## config.mk

```make
export PLATFORM = sky130hd
export DESIGN_NAME = vector_core
export DESIGN_NICKNAME = d
export VERILOG_FILES = /design/src/vec_pkg.sv /design/src/vec_sequencer.sv /design/src/vec_vrf.sv /design/src/vec_lane.sv /design/src/vec_reduction.sv /design/src/vector_core.sv
export SDC_FILE = /design/constraint.sdc
export NUM_CORES = 2
export LEC_CHECK = 0
export BUFFER_PORTS_ARGS = -buffer_cell sky130_fd_sc_hd__buf_2
export CELL_PAD_IN_SITES_DETAIL_PLACEMENT = 1
export CELL_PAD_IN_SITES_GLOBAL_PLACEMENT = 1
export CORE_ASPECT_RATIO = 1.1
export CORE_MARGIN = 5
export CORE_UTILIZATION = 40
export CTS_CLUSTER_DIAMETER = 120
export DETAILED_ROUTE_END_ITERATION = 7
export PLACE_DENSITY = 0.6
export SLEW_MARGIN = 20
export SYNTH_ARGS = -nofsm -noshare
export SYNTH_HDL_FRONTEND = slang
export SYNTH_SLANG_ARGS = --single-unit
```

## constraint.sdc

```tcl
create_clock -name clk_i -period 9.4 [get_ports clk_i]
set_clock_uncertainty 0.05 [all_clocks]
set_input_delay 1.41 -clock clk_i [delete_from_list [all_inputs] [get_ports clk_i]]
set_output_delay 1.41 -clock clk_i [all_outputs]
set_load 0.01 [all_outputs]
```

## src/vec_pkg.sv

```systemverilog
/* Shared types for the lane-based vector unit.
   Element width and register count are fixed here; lane count and rows per lane
   come from the top level and must fit MaxRowWidth. */

package vec_pkg;

  ////////////////////////////////////////
  // Sizes
  ////////////////////////////////////////

  // Bits per vector element
  localparam int unsigned ElemWidth = 16;

  // Architectural vector registers
  localparam int unsigned NrVRegs = 8;

  // Row index width, so at most 16 elements per lane
  localparam int unsigned MaxRowWidth = 4;

  // Structural limits of the design, not checked in hardware:
  // NrLanes must be a power of two, since the cross-lane adder tree is balanced.
  // NrLanes * ElemsPerLane must be non-zero, so at least one lane and one row.
  // ElemsPerLane must not exceed 2**MaxRowWidth.

  ////////////////////////////////////////
  // Basic types
  ////////////////////////////////////////

  typedef logic [ElemWidth-1:0] elem_t;

  typedef logic [$clog2(NrVRegs)-1:0] vreg_idx_t;

  // Kept subset of the integer vector operations
  typedef enum logic [2:0] {
    VMV_VX  = 3'd0,
    VID     = 3'd1,
    VADD_VV = 3'd2,
    VSUB_VV = 3'd3,
    VAND_VV = 3'd4,
    VXOR_VV = 3'd5,
    VADD_VX = 3'd6,
    VREDSUM = 3'd7
  } vec_op_e;

  ////////////////////////////////////////
  // Structs
  ////////////////////////////////////////

  // One instruction as strobed in from outside
  typedef struct packed {
    vec_op_e   op;
    vreg_idx_t vd;
    vreg_idx_t vs1;
    vreg_idx_t vs2;
    elem_t     scalar;
  } vec_insn_t;

  // Element-group request, broadcast to all lanes
  typedef struct packed {
    vec_op_e                op;
    vreg_idx_t              vd;
    vreg_idx_t              vs1;
    vreg_idx_t              vs2;
    elem_t                  scalar;
    logic [MaxRowWidth-1:0] row;
    // Marks the final row of the instruction
    logic                   last;
  } lane_req_t;

endpackage

```

## src/vec_sequencer.sv

```systemverilog
/* Accepts one instruction per strobe; strobes during busy are dropped.
   Steps rows 0..ElemsPerLane-1 out to the lanes, one per cycle. */

module vec_sequencer #(
  parameter int unsigned ElemsPerLane = 4
) (
  input  logic               clk_i,
  input  logic               rst_n_i,
  // Instruction input
  input  logic               insn_valid_i,
  input  vec_pkg::vec_insn_t insn_i,
  output logic               busy_o,
  // Broadcast to the lanes
  output logic               req_valid_o,
  output vec_pkg::lane_req_t req_o
);

  // Issue, two lane stages and the reduction register
  localparam int unsigned BusyCycles = ElemsPerLane + 3;
  localparam int unsigned CntWidth   = $clog2(BusyCycles + 1);
  localparam logic [vec_pkg::MaxRowWidth-1:0] LastRow =
    vec_pkg::MaxRowWidth'(ElemsPerLane - 1);

  vec_pkg::vec_insn_t                   insn_q;
  logic [vec_pkg::MaxRowWidth-1:0]      row_q;
  logic                                 issuing_q;
  logic [CntWidth-1:0]                  busy_cnt_q;
  logic                                 accept;
  logic                                 last_row;

  assign busy_o   = (busy_cnt_q != '0);
  assign accept   = insn_valid_i && !busy_o;
  assign last_row = (row_q == LastRow);

  ////////////////////////////////////////
  // Busy window
  ////////////////////////////////////////

  // Covers issue plus drain of lanes and reduction
  always_ff @(posedge clk_i or negedge rst_n_i) begin
    if (!rst_n_i) begin
      busy_cnt_q <= '0;
    end else if (accept) begin
      busy_cnt_q <= CntWidth'(BusyCycles);
    end else if (busy_o) begin
      busy_cnt_q <= busy_cnt_q - 1'b1;
    end
  end

  ////////////////////////////////////////
  // Row stepping
  ////////////////////////////////////////

  always_ff @(posedge clk_i or negedge rst_n_i) begin
    if (!rst_n_i) begin
      issuing_q <= 1'b0;
      row_q     <= '0;
    end else if (accept) begin
      issuing_q <= 1'b1;
      row_q     <= '0;
    end else if (issuing_q) begin
      if (last_row) begin
        issuing_q <= 1'b0;
      end else begin
        row_q <= row_q + 1'b1;
      end
    end
  end

  // Instruction payload
  always_ff @(posedge clk_i) begin
    if (accept) begin
      insn_q <= insn_i;
    end
  end

  // Request is the latched instruction tagged with the current row
  always_comb begin
    req_o.op     = insn_q.op;
    req_o.vd     = insn_q.vd;
    req_o.vs1    = insn_q.vs1;
    req_o.vs2    = insn_q.vs2;
    req_o.scalar = insn_q.scalar;
    req_o.row    = row_q;
    req_o.last   = last_row;
  end

  assign req_valid_o = issuing_q;

endmodule

```

## src/vec_vrf.sv

```systemverilog
/* One lane's slice of the register file, NrVRegs x ElemsPerLane elements.
   Reads are registered; a read colliding with a write returns the old value. */

module vec_vrf #(
  parameter  int unsigned ElemsPerLane = 4,
  localparam int unsigned AddrWidth    = $bits(vec_pkg::vreg_idx_t) + vec_pkg::MaxRowWidth
) (
  input  logic                 clk_i,
  input  logic                 rst_n_i,
  // Read ports, address is {register, row}
  input  logic [AddrWidth-1:0] raddr_a_i,
  input  logic [AddrWidth-1:0] raddr_b_i,
  output vec_pkg::elem_t       rdata_a_o,
  output vec_pkg::elem_t       rdata_b_o,
  // Write port
  input  logic                 we_i,
  input  logic [AddrWidth-1:0] waddr_i,
  input  vec_pkg::elem_t       wdata_i
);

  localparam int unsigned Depth = vec_pkg::NrVRegs * ElemsPerLane;

  vec_pkg::elem_t mem_q [Depth];

  // Flatten {register, row} to a storage index
  function automatic int unsigned elem_index(input logic [AddrWidth-1:0] addr);
    return ElemsPerLane * addr[AddrWidth-1:vec_pkg::MaxRowWidth]
           + addr[vec_pkg::MaxRowWidth-1:0];
  endfunction

  always_ff @(posedge clk_i or negedge rst_n_i) begin
    if (!rst_n_i) begin
      for (int unsigned i = 0; i < Depth; i++) begin
        mem_q[i] <= '0;
      end
      rdata_a_o <= '0;
      rdata_b_o <= '0;
    end else begin
      if (we_i) begin
        mem_q[elem_index(waddr_i)] <= wdata_i;
      end
      rdata_a_o <= mem_q[elem_index(raddr_a_i)];
      rdata_b_o <= mem_q[elem_index(raddr_b_i)];
    end
  end

endmodule

```

## src/vec_lane.sv

```systemverilog
/* Two-stage lane: read stage, then ALU and write-back or reduction output.
   No stalls; up to two element groups in flight. */

module vec_lane #(
  parameter int unsigned NrLanes      = 4,
  parameter int unsigned ElemsPerLane = 4,
  parameter int unsigned LaneId       = 0
) (
  input  logic               clk_i,
  input  logic               rst_n_i,
  // From the sequencer
  input  logic               req_valid_i,
  input  vec_pkg::lane_req_t req_i,
  // To the reduction unit
  output logic               red_valid_o,
  output logic               red_last_o,
  output vec_pkg::elem_t     red_value_o
);

  vec_pkg::lane_req_t s1_req_q;
  logic               s1_valid_q;
  vec_pkg::elem_t     opa;
  vec_pkg::elem_t     opb;
  vec_pkg::elem_t     elem_idx;
  vec_pkg::elem_t     alu_res;
  logic               is_red;
  logic               wr_en;

  ////////////////////////////////////////
  // Stage one: request and operand read
  ////////////////////////////////////////

  always_ff @(posedge clk_i or negedge rst_n_i) begin
    if (!rst_n_i) begin
      s1_valid_q <= 1'b0;
    end else begin
      s1_valid_q <= req_valid_i;
    end
  end

  always_ff @(posedge clk_i) begin
    s1_req_q <= req_i;
  end

  vec_vrf #(
    .ElemsPerLane(ElemsPerLane)
  ) i_vrf (
    .clk_i    (clk_i                        ),
    .rst_n_i  (rst_n_i                      ),
    .raddr_a_i({req_i.vs1, req_i.row}      ),
    .raddr_b_i({req_i.vs2, req_i.row}      ),
    .rdata_a_o(opa                          ),
    .rdata_b_o(opb                          ),
    .we_i     (wr_en                        ),
    .waddr_i  ({s1_req_q.vd, s1_req_q.row}  ),
    .wdata_i  (alu_res                      )
  );

  ////////////////////////////////////////
  // Stage two: ALU and write-back
  ////////////////////////////////////////

  // Global element index of this lane's element in the current row
  assign elem_idx = vec_pkg::elem_t'(s1_req_q.row) * vec_pkg::elem_t'(NrLanes)
                    + vec_pkg::elem_t'(LaneId);

  always_comb begin
    unique case (s1_req_q.op)
      vec_pkg::VMV_VX:  alu_res = s1_req_q.scalar;
      vec_pkg::VID:     alu_res = elem_idx;
      vec_pkg::VADD_VV: alu_res = opa + opb;
      vec_pkg::VSUB_VV: alu_res = opa - opb;
      vec_pkg::VAND_VV: alu_res = opa & opb;
      vec_pkg::VXOR_VV: alu_res = opa ^ opb;
      vec_pkg::VADD_VX: alu_res = opa + s1_req_q.scalar;
      default:          alu_res = '0;
    endcase
  end

  assign is_red = (s1_req_q.op == vec_pkg::VREDSUM);
  assign wr_en  = s1_valid_q && !is_red;

  // Reduction operand goes out instead of being written
  always_ff @(posedge clk_i or negedge rst_n_i) begin
    if (!rst_n_i) begin
      red_valid_o <= 1'b0;
      red_last_o  <= 1'b0;
    end else begin
      red_valid_o <= s1_valid_q && is_red;
      red_last_o  <= s1_valid_q && is_red && s1_req_q.last;
    end
  end

  always_ff @(posedge clk_i) begin
    red_value_o <= opa;
  end

endmodule

```

## src/vec_reduction.sv

```systemverilog
/* Cross-lane sum with an accumulator over rows.
   The adder tree assumes NrLanes is a power of two. */

module vec_reduction #(
  parameter int unsigned NrLanes = 4
) (
  input  logic                             clk_i,
  input  logic                             rst_n_i,
  // Lane outputs, lanes move in lockstep
  input  logic                             red_valid_i,
  input  logic                             red_last_i,
  input  vec_pkg::elem_t [NrLanes-1:0]     red_value_i,
  // Scalar result
  output logic                             resp_valid_o,
  output vec_pkg::elem_t                   resp_o
);

  // Heap-ordered tree, leaves at NrLanes..2*NrLanes-1, root at 1
  vec_pkg::elem_t node [1:2*NrLanes-1];
  vec_pkg::elem_t acc_q;
  vec_pkg::elem_t acc_base;
  vec_pkg::elem_t acc_next;
  logic           first_q;

  ////////////////////////////////////////
  // Adder tree
  ////////////////////////////////////////

  for (genvar i = 0; i < NrLanes; i++) begin : gen_leaves
    assign node[NrLanes+i] = red_value_i[i];
  end

  for (genvar i = 1; i < NrLanes; i++) begin : gen_nodes
    assign node[i] = node[2*i] + node[2*i+1];
  end

  ////////////////////////////////////////
  // Accumulator
  ////////////////////////////////////////

  // First group of an instruction starts from zero
  assign acc_base = first_q ? '0 : acc_q;
  assign acc_next = acc_base + node[1];

  always_ff @(posedge clk_i or negedge rst_n_i) begin
    if (!rst_n_i) begin
      acc_q        <= '0;
      first_q      <= 1'b1;
      resp_valid_o <= 1'b0;
      resp_o       <= '0;
    end else begin
      resp_valid_o <= 1'b0;
      if (red_valid_i) begin
        if (red_last_i) begin
          resp_o       <= acc_next;
          resp_valid_o <= 1'b1;
          first_q      <= 1'b1;
        end else begin
          acc_q   <= acc_next;
          first_q <= 1'b0;
        end
      end
    end
  end

endmodule

```

## src/vector_core.sv

```systemverilog
/* Lane-based vector unit, one instruction at a time, no back-pressure.
   NrLanes must be a power of two and ElemsPerLane at most 16.
   Strobes while busy_o is high are dropped. */

module vector_core #(
  parameter int unsigned NrLanes      = 4,
  parameter int unsigned ElemsPerLane = 4
) (
  input  logic               clk_i,
  input  logic               rst_n_i,
  // Instruction strobe
  input  logic               insn_valid_i,
  input  vec_pkg::vec_insn_t insn_i,
  output logic               busy_o,
  // Reduction response
  output logic               resp_valid_o,
  output vec_pkg::elem_t     resp_o
);

  ////////////////////////////////////////
  // Sequencer
  ////////////////////////////////////////

  logic               req_valid;
  vec_pkg::lane_req_t req;

  vec_sequencer #(
    .ElemsPerLane(ElemsPerLane)
  ) i_sequencer (
    .clk_i       (clk_i       ),
    .rst_n_i     (rst_n_i     ),
    .insn_valid_i(insn_valid_i),
    .insn_i      (insn_i      ),
    .busy_o      (busy_o      ),
    .req_valid_o (req_valid   ),
    .req_o       (req         )
  );

  ////////////////////////////////////////
  // Lanes
  ////////////////////////////////////////

  logic           [NrLanes-1:0] red_valid;
  logic           [NrLanes-1:0] red_last;
  vec_pkg::elem_t [NrLanes-1:0] red_value;

  for (genvar lane = 0; lane < NrLanes; lane++) begin : gen_lanes
    vec_lane #(
      .NrLanes     (NrLanes     ),
      .ElemsPerLane(ElemsPerLane),
      .LaneId      (lane        )
    ) i_lane (
      .clk_i      (clk_i          ),
      .rst_n_i    (rst_n_i        ),
      .req_valid_i(req_valid      ),
      .req_i      (req            ),
      .red_valid_o(red_valid[lane]),
      .red_last_o (red_last[lane] ),
      .red_value_o(red_value[lane])
    );
  end : gen_lanes

  ////////////////////////////////////////
  // Reduction
  ////////////////////////////////////////

  // Lanes run in lockstep, lane 0 carries the group flags
  vec_reduction #(
    .NrLanes(NrLanes)
  ) i_reduction (
    .clk_i       (clk_i       ),
    .rst_n_i     (rst_n_i     ),
    .red_valid_i (red_valid[0]),
    .red_last_i  (red_last[0] ),
    .red_value_i (red_value   ),
    .resp_valid_o(resp_valid_o),
    .resp_o      (resp_o      )
  );

endmodule

```

Word level (Yosys, flattened, before mapping)
Cells that the tools add are included.

Multiplexer cells: 45. Bitwise logic cells: 12. Add/sub/neg operators: 24. Reductions and logical operators: 14. Equality and inequality tests: 9. Magnitude comparators: 4.

Operators with widths (number): $bwmux 512 (4); $bmux 16 s5 (8); $pmux 16 s7 (4); $mux 16 (18); $add 16x16->16 (12); $ge 33x6->1 const B (3); $not 6->33 (3); $demux 16 s5 (1); $and 16x16->16 (4); $sub 16x16->16 (4); $xor 16x16->16 (4); $lt 33x1->1 const B (1); $add 5x4->6 (3); $add 6x2->7 const B (2); $eq 3x3->1 const B (4); $mux 4 (3); $add 6x1->7 const B (1); $eq 3x2->1 const B (2); $mux 3 (2); $reduce_and 2->1 (3); $logic_and 1x1->1 (5); $mux 1 (5); $add 4x1->4 const B (1); $eq 4x2->1 const B (1); 8 further kinds (10).

Output and inout bits: 18. Bits in registers: 2340.

Longest topological paths before layout
Depth after elaboration: 7. Gate-level depth with buffers: 19. Mapped depth without buffers: 18.

Cells and area by module
Synthesis repeated with hierarchy kept, for this count alone.

Cells, all modules: 8858. Area, all modules: 130264.9 um2.

By module, submodules not included: vec_vrf at gen_lanes[0].i_lane.i_vrf ... (sequential area each 13613.1 um2, area each 28426.0 um2, instances 2, cells an instance 1750); vec_vrf at gen_lanes[3].i_lane.i_vrf (sequential area each 13613.1 um2, area each 28451.0 um2, instances 1, cells an instance 1831); vec_vrf at gen_lanes[2].i_lane.i_vrf (sequential area each 13613.1 um2, area each 28414.8 um2, instances 1, cells an instance 1750); vec_reduction (sequential area each 852.1 um2, area each 3289.4 um2, instances 1, cells an instance 366); vec_lane at gen_lanes[2].i_lane (sequential area each 935.9 um2, area each 3062.9 um2, instances 1, cells an instance 345); vec_lane at gen_lanes[1].i_lane (sequential area each 935.9 um2, area each 3027.9 um2, instances 1, cells an instance 340); vec_lane at gen_lanes[0].i_lane (sequential area each 935.9 um2, area each 3009.1 um2, instances 1, cells an instance 340); vec_lane at gen_lanes[3].i_lane (sequential area each 935.9 um2, area each 2905.3 um2, instances 1, cells an instance 318); vec_sequencer (sequential area each 1041.0 um2, area each 1252.5 um2, instances 1, cells an instance 68).

Worst setup path after synthesis
Ideal clock, no wire load.

Kind: flip-flop to flip-flop. From: register gen_lanes[0].i_lane.i_vrf.rdata_b_o[0]. To: register gen_lanes[0].i_lane.i_vrf.mem_q[463] in the netlist's numbering. Stages on the path, launching flop included: 19. Path buffers: 1. Arrival: 4227 ps. Setup time: 145 ps. Setup slack: 4978 ps. Data required time: 9205 ps. Path through: dfrtp_1 inv_1 ha_1 or3b_2 or3_1 or3_1 or3_1 nor3_1 and3_1 o21ai_0 nand3_1 ha_1 and2_1 a22o_1 a311oi_1 xnor2_1 nor2_1 clkbuf_1 a21oi_1.

Longest elaborated chain between the ends: 3. Elaborated cells between the ends (all ways): 4.

RTL lines: start: declaration (line vec_vrf.sv:14) `output vec_pkg::elem_t rdata_b_o,`; start signal: assignment (line vec_vrf.sv:43) `rdata_b_o <= mem_q[elem_index(raddr_b_i)];`; $sub 16x16->16 or $add 16x16->16 (tied branches) (line vec_lane.sv:72, vec_lane.sv:71); $pmux 16 s7 (*) (line vec_lane.sv:68) `unique case (s1_req_q.op)`; $bwmux 512 (*) (line vec_vrf.sv:40) `mem_q[elem_index(waddr_i)] <= wdata_i;`; end signal: indexed assignment (line vec_vrf.sv:40); end: declaration (line vec_vrf.sv:23) `vec_pkg::elem_t mem_q [Depth];`.

Mark *: on every way between the ends. The rest lies on a longest branch, timed or not. A chain may end at the register's enable or synchronous reset.

==> summary.md <==
| Metric | Value |
|---|---|
| Chip height | 557 um |
| Post-CTS Setup Inserts | 0 |
| Dpl hpwl | 242 mm |
| Final setup fails | 0 |
| Core Rows | 200 |
| Main flop type after synthesis | dfrtp_1 |
| Switching share of power | 0.377 |
| Remaining Overflow, GRT | 0 |
| Clock buffer depth | 4 |
| Gr usage total | 0.275 |
| Port Buffers | 48 |
| Worst path arrival time | 6.66 ns |
| Worst skew pair latency | 0.95 ns |
| Cts-stage hold buffer count | 0 |
| Slew HR | 0.191 |
| Final number of max-transition violations | 0 |
| Comb pwr share | 0.384 |
| Fin nets | 9,605 |
| CP Launch Type | register |
| Design Power | 41.5 mW |
| Share of cells above drive strength 1 | 0.181 |
| Mapped Cells | 9,735 |
| Peak supply drop | 0.366 mV |
| Crit end category | register |
| Fill cells | 28,300 |
| CTS tree | yes |
| DRC viols | 0 |
| TritonRoute pass-1 iters | 5 |
| TritonCTS Sinks | 2,340 |
| First-pass GRT wire length | 577 mm |
| Post_cts resized | 0 |
| DR iter-0 viols | 6,167 |
| Clock Power Share | 0.246 |
| DP Cell Count | 12,600 |
| Min cycle time layout | 6.01 ns |
| GPL Wtd Cong | 0.925 |
| Synthesized Nets | 9,977 |
| Final Hold Vio Count | 0 |
| Synth cell types | 72 |
| Vias | 77,300 |
| Critical Path RT | 10.05 ns |
| Power Internal | 25.8 mW |
| Initial antenna violation count | 11 |
| Final setup TNS | 0 ns |
| Clock-pin slew on the worst setup and hold paths | 0.07 ns |
| Seq/Total Area, Yosys | 0.535 |
| Hold WS | 0.296 ns |
| Final Cell Area | 0.121 mm2 |
| Flops & latches, synth | 2,340 |
| Static Leak | 53.0 nW |
| Initial Util | 0.403 |
| DR vias/cell | 5.90 |
| Final core occ | 0.449 |
| RSZ-0062 raised after global routing | no |
| Die ar. | 0.283 mm2 |
| Total of max-cap violations | 0 |
| Synth-to-layout area growth | 11.6% |
| Tightest Pin Transition | 1.21 ns |
| CP max FO | 53 |
| Final WS setup | 3.39 ns |
| Synth area leaders | dfrtp_1, mux4_2, o21ai_0 |
| Cell Area, Placed | 0.113 mm2 |
| Final ANT Viol Nets | 0 |
| DR WL/cell | 29.6 um |
| Top-area cell type share of the netlist area | 0.511 |
| TritonCTS Buffers | 247 |
| DP Worst Slack | 3.62 ns |
| Post-synth ARST share | 0.949 |
| Chip width | 507 um |
| Largest net degree at the start of global routing | 155 |
| Outcome | finished clean |
| NetSw | 15.6 mW |
| Sequential power share | 0.370 |
| # IOs | 49 |
| Worst Setup Path Type | register to register |
| Vias in the first global route | 82,600 |
| HP Class | register to register |
| Max Freq | 166 MHz |
| H-tree depth | 4 |
| Mapped Area | 0.109 mm2 |
| Post-synth top area cell | dfrtp_1 |
| Final WL | 388 mm |
| Number of flops mapped to enable cells by yosys | 28 |
| Warnings from Yosys | 0 |
| CTS Root Cell | clkbuf_16 |
| Non-Filler Instances | 13,100 |
| Average cell area after synthesis | 11.2 um2 |
| Core box area | 0.270 mm2 |
| Crit share post-route | 0.639 |
| PwrDens | 342 mW/mm2 |
==> power groups by stage <==
stage	sequential, mW	combinational (mW)	clock, mW
finish	15.3	16.0	10.2
global route	15.7	17.2	10.8
CTS	15.3	16.1	10.4
detailed placement	15.5	16.0	0
global placement	15.3	15.6	0
floorplan	14.5	10.8	0
==> registers in the layout, summed over array words and instances, names as in the netlist, 3 cells and up <==
name,flops
gen_lanes.i_lane.red_value_o,64
i_sequencer.req_o,28
i_sequencer.busy_cnt_q,3
i_reduction.resp_o,16
gen_lanes.i_lane.i_vrf.rdata_a_o,64
i_reduction.acc_q,16
gen_lanes.i_lane.i_vrf.rdata_b_o,64
i_sequencer.row_q,4
gen_lanes.i_lane.i_vrf.mem_q,2048
gen_lanes.i_lane.s1_req_q,27
==> metal layers <==
layer  global-route usage  part of all wire  wire length [um]
met5                    0                 0                 0
met4               0.0832             0.033             13000
met3               0.0313             0.043             16800
met2                0.465              0.49            190000
met1                0.375              0.43            168000
==> placed cells by master (no fill, tap or decap), drive strengths merged, types with 6 or more instances in the layout <==
master and count:
a221oi 19, and2 18, a21boi 6, fa 51, a221o 10, clkbuf 379
inv 95, buf 255, dfrtp 2220, nor2 486, nand3 24, o21a 20
diode 10, a21o 26, edfxtp 28, nand2b 14, xor2 27, nor2b 33
a21oi 597, bufinv 21, mux4 768, nand2 1898, nor4 19, mux2i 7
or3 21, dfxtp 91, o211a 17, o311ai 23, ha 160, nor3 45
mux2 183, a211oi 16, o211ai 6, xnor2 47, o31ai 6, clkinv 52
o21ai 1805
==> synth_stat cells (5+ instances only) <==
library cell and instances:
a21oi_1 596, nand2_1 1898, dfxtp_1 91, nand4_1 5
or3_1 21, o211a_1 17, a221oi_1 19, o211ai_1 6
a221o_1 10, inv_1 91, dfrtp_1 2220, fa_1 51
buf_2 5, ha_1 160, mux4_2 768, nand3_1 24
o311ai_0 22, xnor2_1 47, nor2b_1 33, o21ai_0 1803
a31oi_1 5, mux2i_1 7, a311oi_1 5, nor4_1 19
o21a_1 20, nor2_1 486, or2_2 5, and3_1 5
buf_1 70, xor2_1 27, o31ai_1 6, edfxtp_1 28
mux2_2 183, a21o_1 26, a211oi_1 15, clkbuf_1 798
nor3_1 45, nand2b_1 14, and2_1 18
==> path summary, 6_finish.rpt <==
kind,start,end,slack [ns],depth (start not counted)
setup / recovery,gen_lanes[2].i_lane.s1_req_q[31],gen_lanes[3].i_lane.i_vrf.mem_q[125],3.39,16
hold / removal,i_sequencer.req_o[6],gen_lanes[2].i_lane.s1_req_q[6],0.30,0
setup reg to reg,gen_lanes[2].i_lane.s1_req_q[31],gen_lanes[3].i_lane.i_vrf.mem_q[125],3.39,16
hold reg to reg,i_sequencer.req_o[6],gen_lanes[2].i_lane.s1_req_q[6],0.30,0
max in group asynchronous,rst_n_i,gen_lanes[0].i_lane.i_vrf.mem_q[469],6.56,3
min in group asynchronous,rst_n_i,gen_lanes[2].i_lane.i_vrf.mem_q[168],0.43,1
==> worst max-delay path, cell delays in order, from the launching register on <==
cell       delay, ns
dfxtp_4         0.54
buf_4           0.68
and3_1          0.29
buf_4           0.36
nor2_1          0.10
buf_4           0.24
o21ai_0         0.18
o311ai_0        0.16
ha_1            0.40
nand3_1         0.15
o2111ai_1       0.19
a311oi_1        0.62
a21oi_1         0.25
a31oi_1         0.26
xnor2_1         0.23
a21oi_4         0.84
a21oi_1         0.17
==> kinds of logic (layout without fill, tap and decap cells) <==
group / Yosys count / count (layout) / share of synthesized area
compound gates: 2598 / 2598 / 0.126
xor+xnor: 74 / 74 / 0.00596
flops: 2340 / 2340 / 0.535
buf+inv: 968 / 806 / 0.0337
fa+ha+maj: 211 / 211 / 0.0278
mux: 958 / 958 / 0.179
other cells: 0 / 10 / 0
simple gates: 2586 / 2586 / 0.0934
==> final cells by class <==
class | instances | area [um2] | area share
timing repair buffer | 255 | 2120 | 0.0175
clock buffer | 379 | 7370 | 0.0607
inverter | 92 | 345 | 0.00284
clock inverter | 80 | 1030 | 0.00851
sequential | 2340 | 58300 | 0.480
multi-input combinational | 6427 | 47900 | 0.394
tap | 3535 | 4420 | 0.0364
antenna | 10 | 25.0 | 0.000206
(Power assumes the default switching activity.)
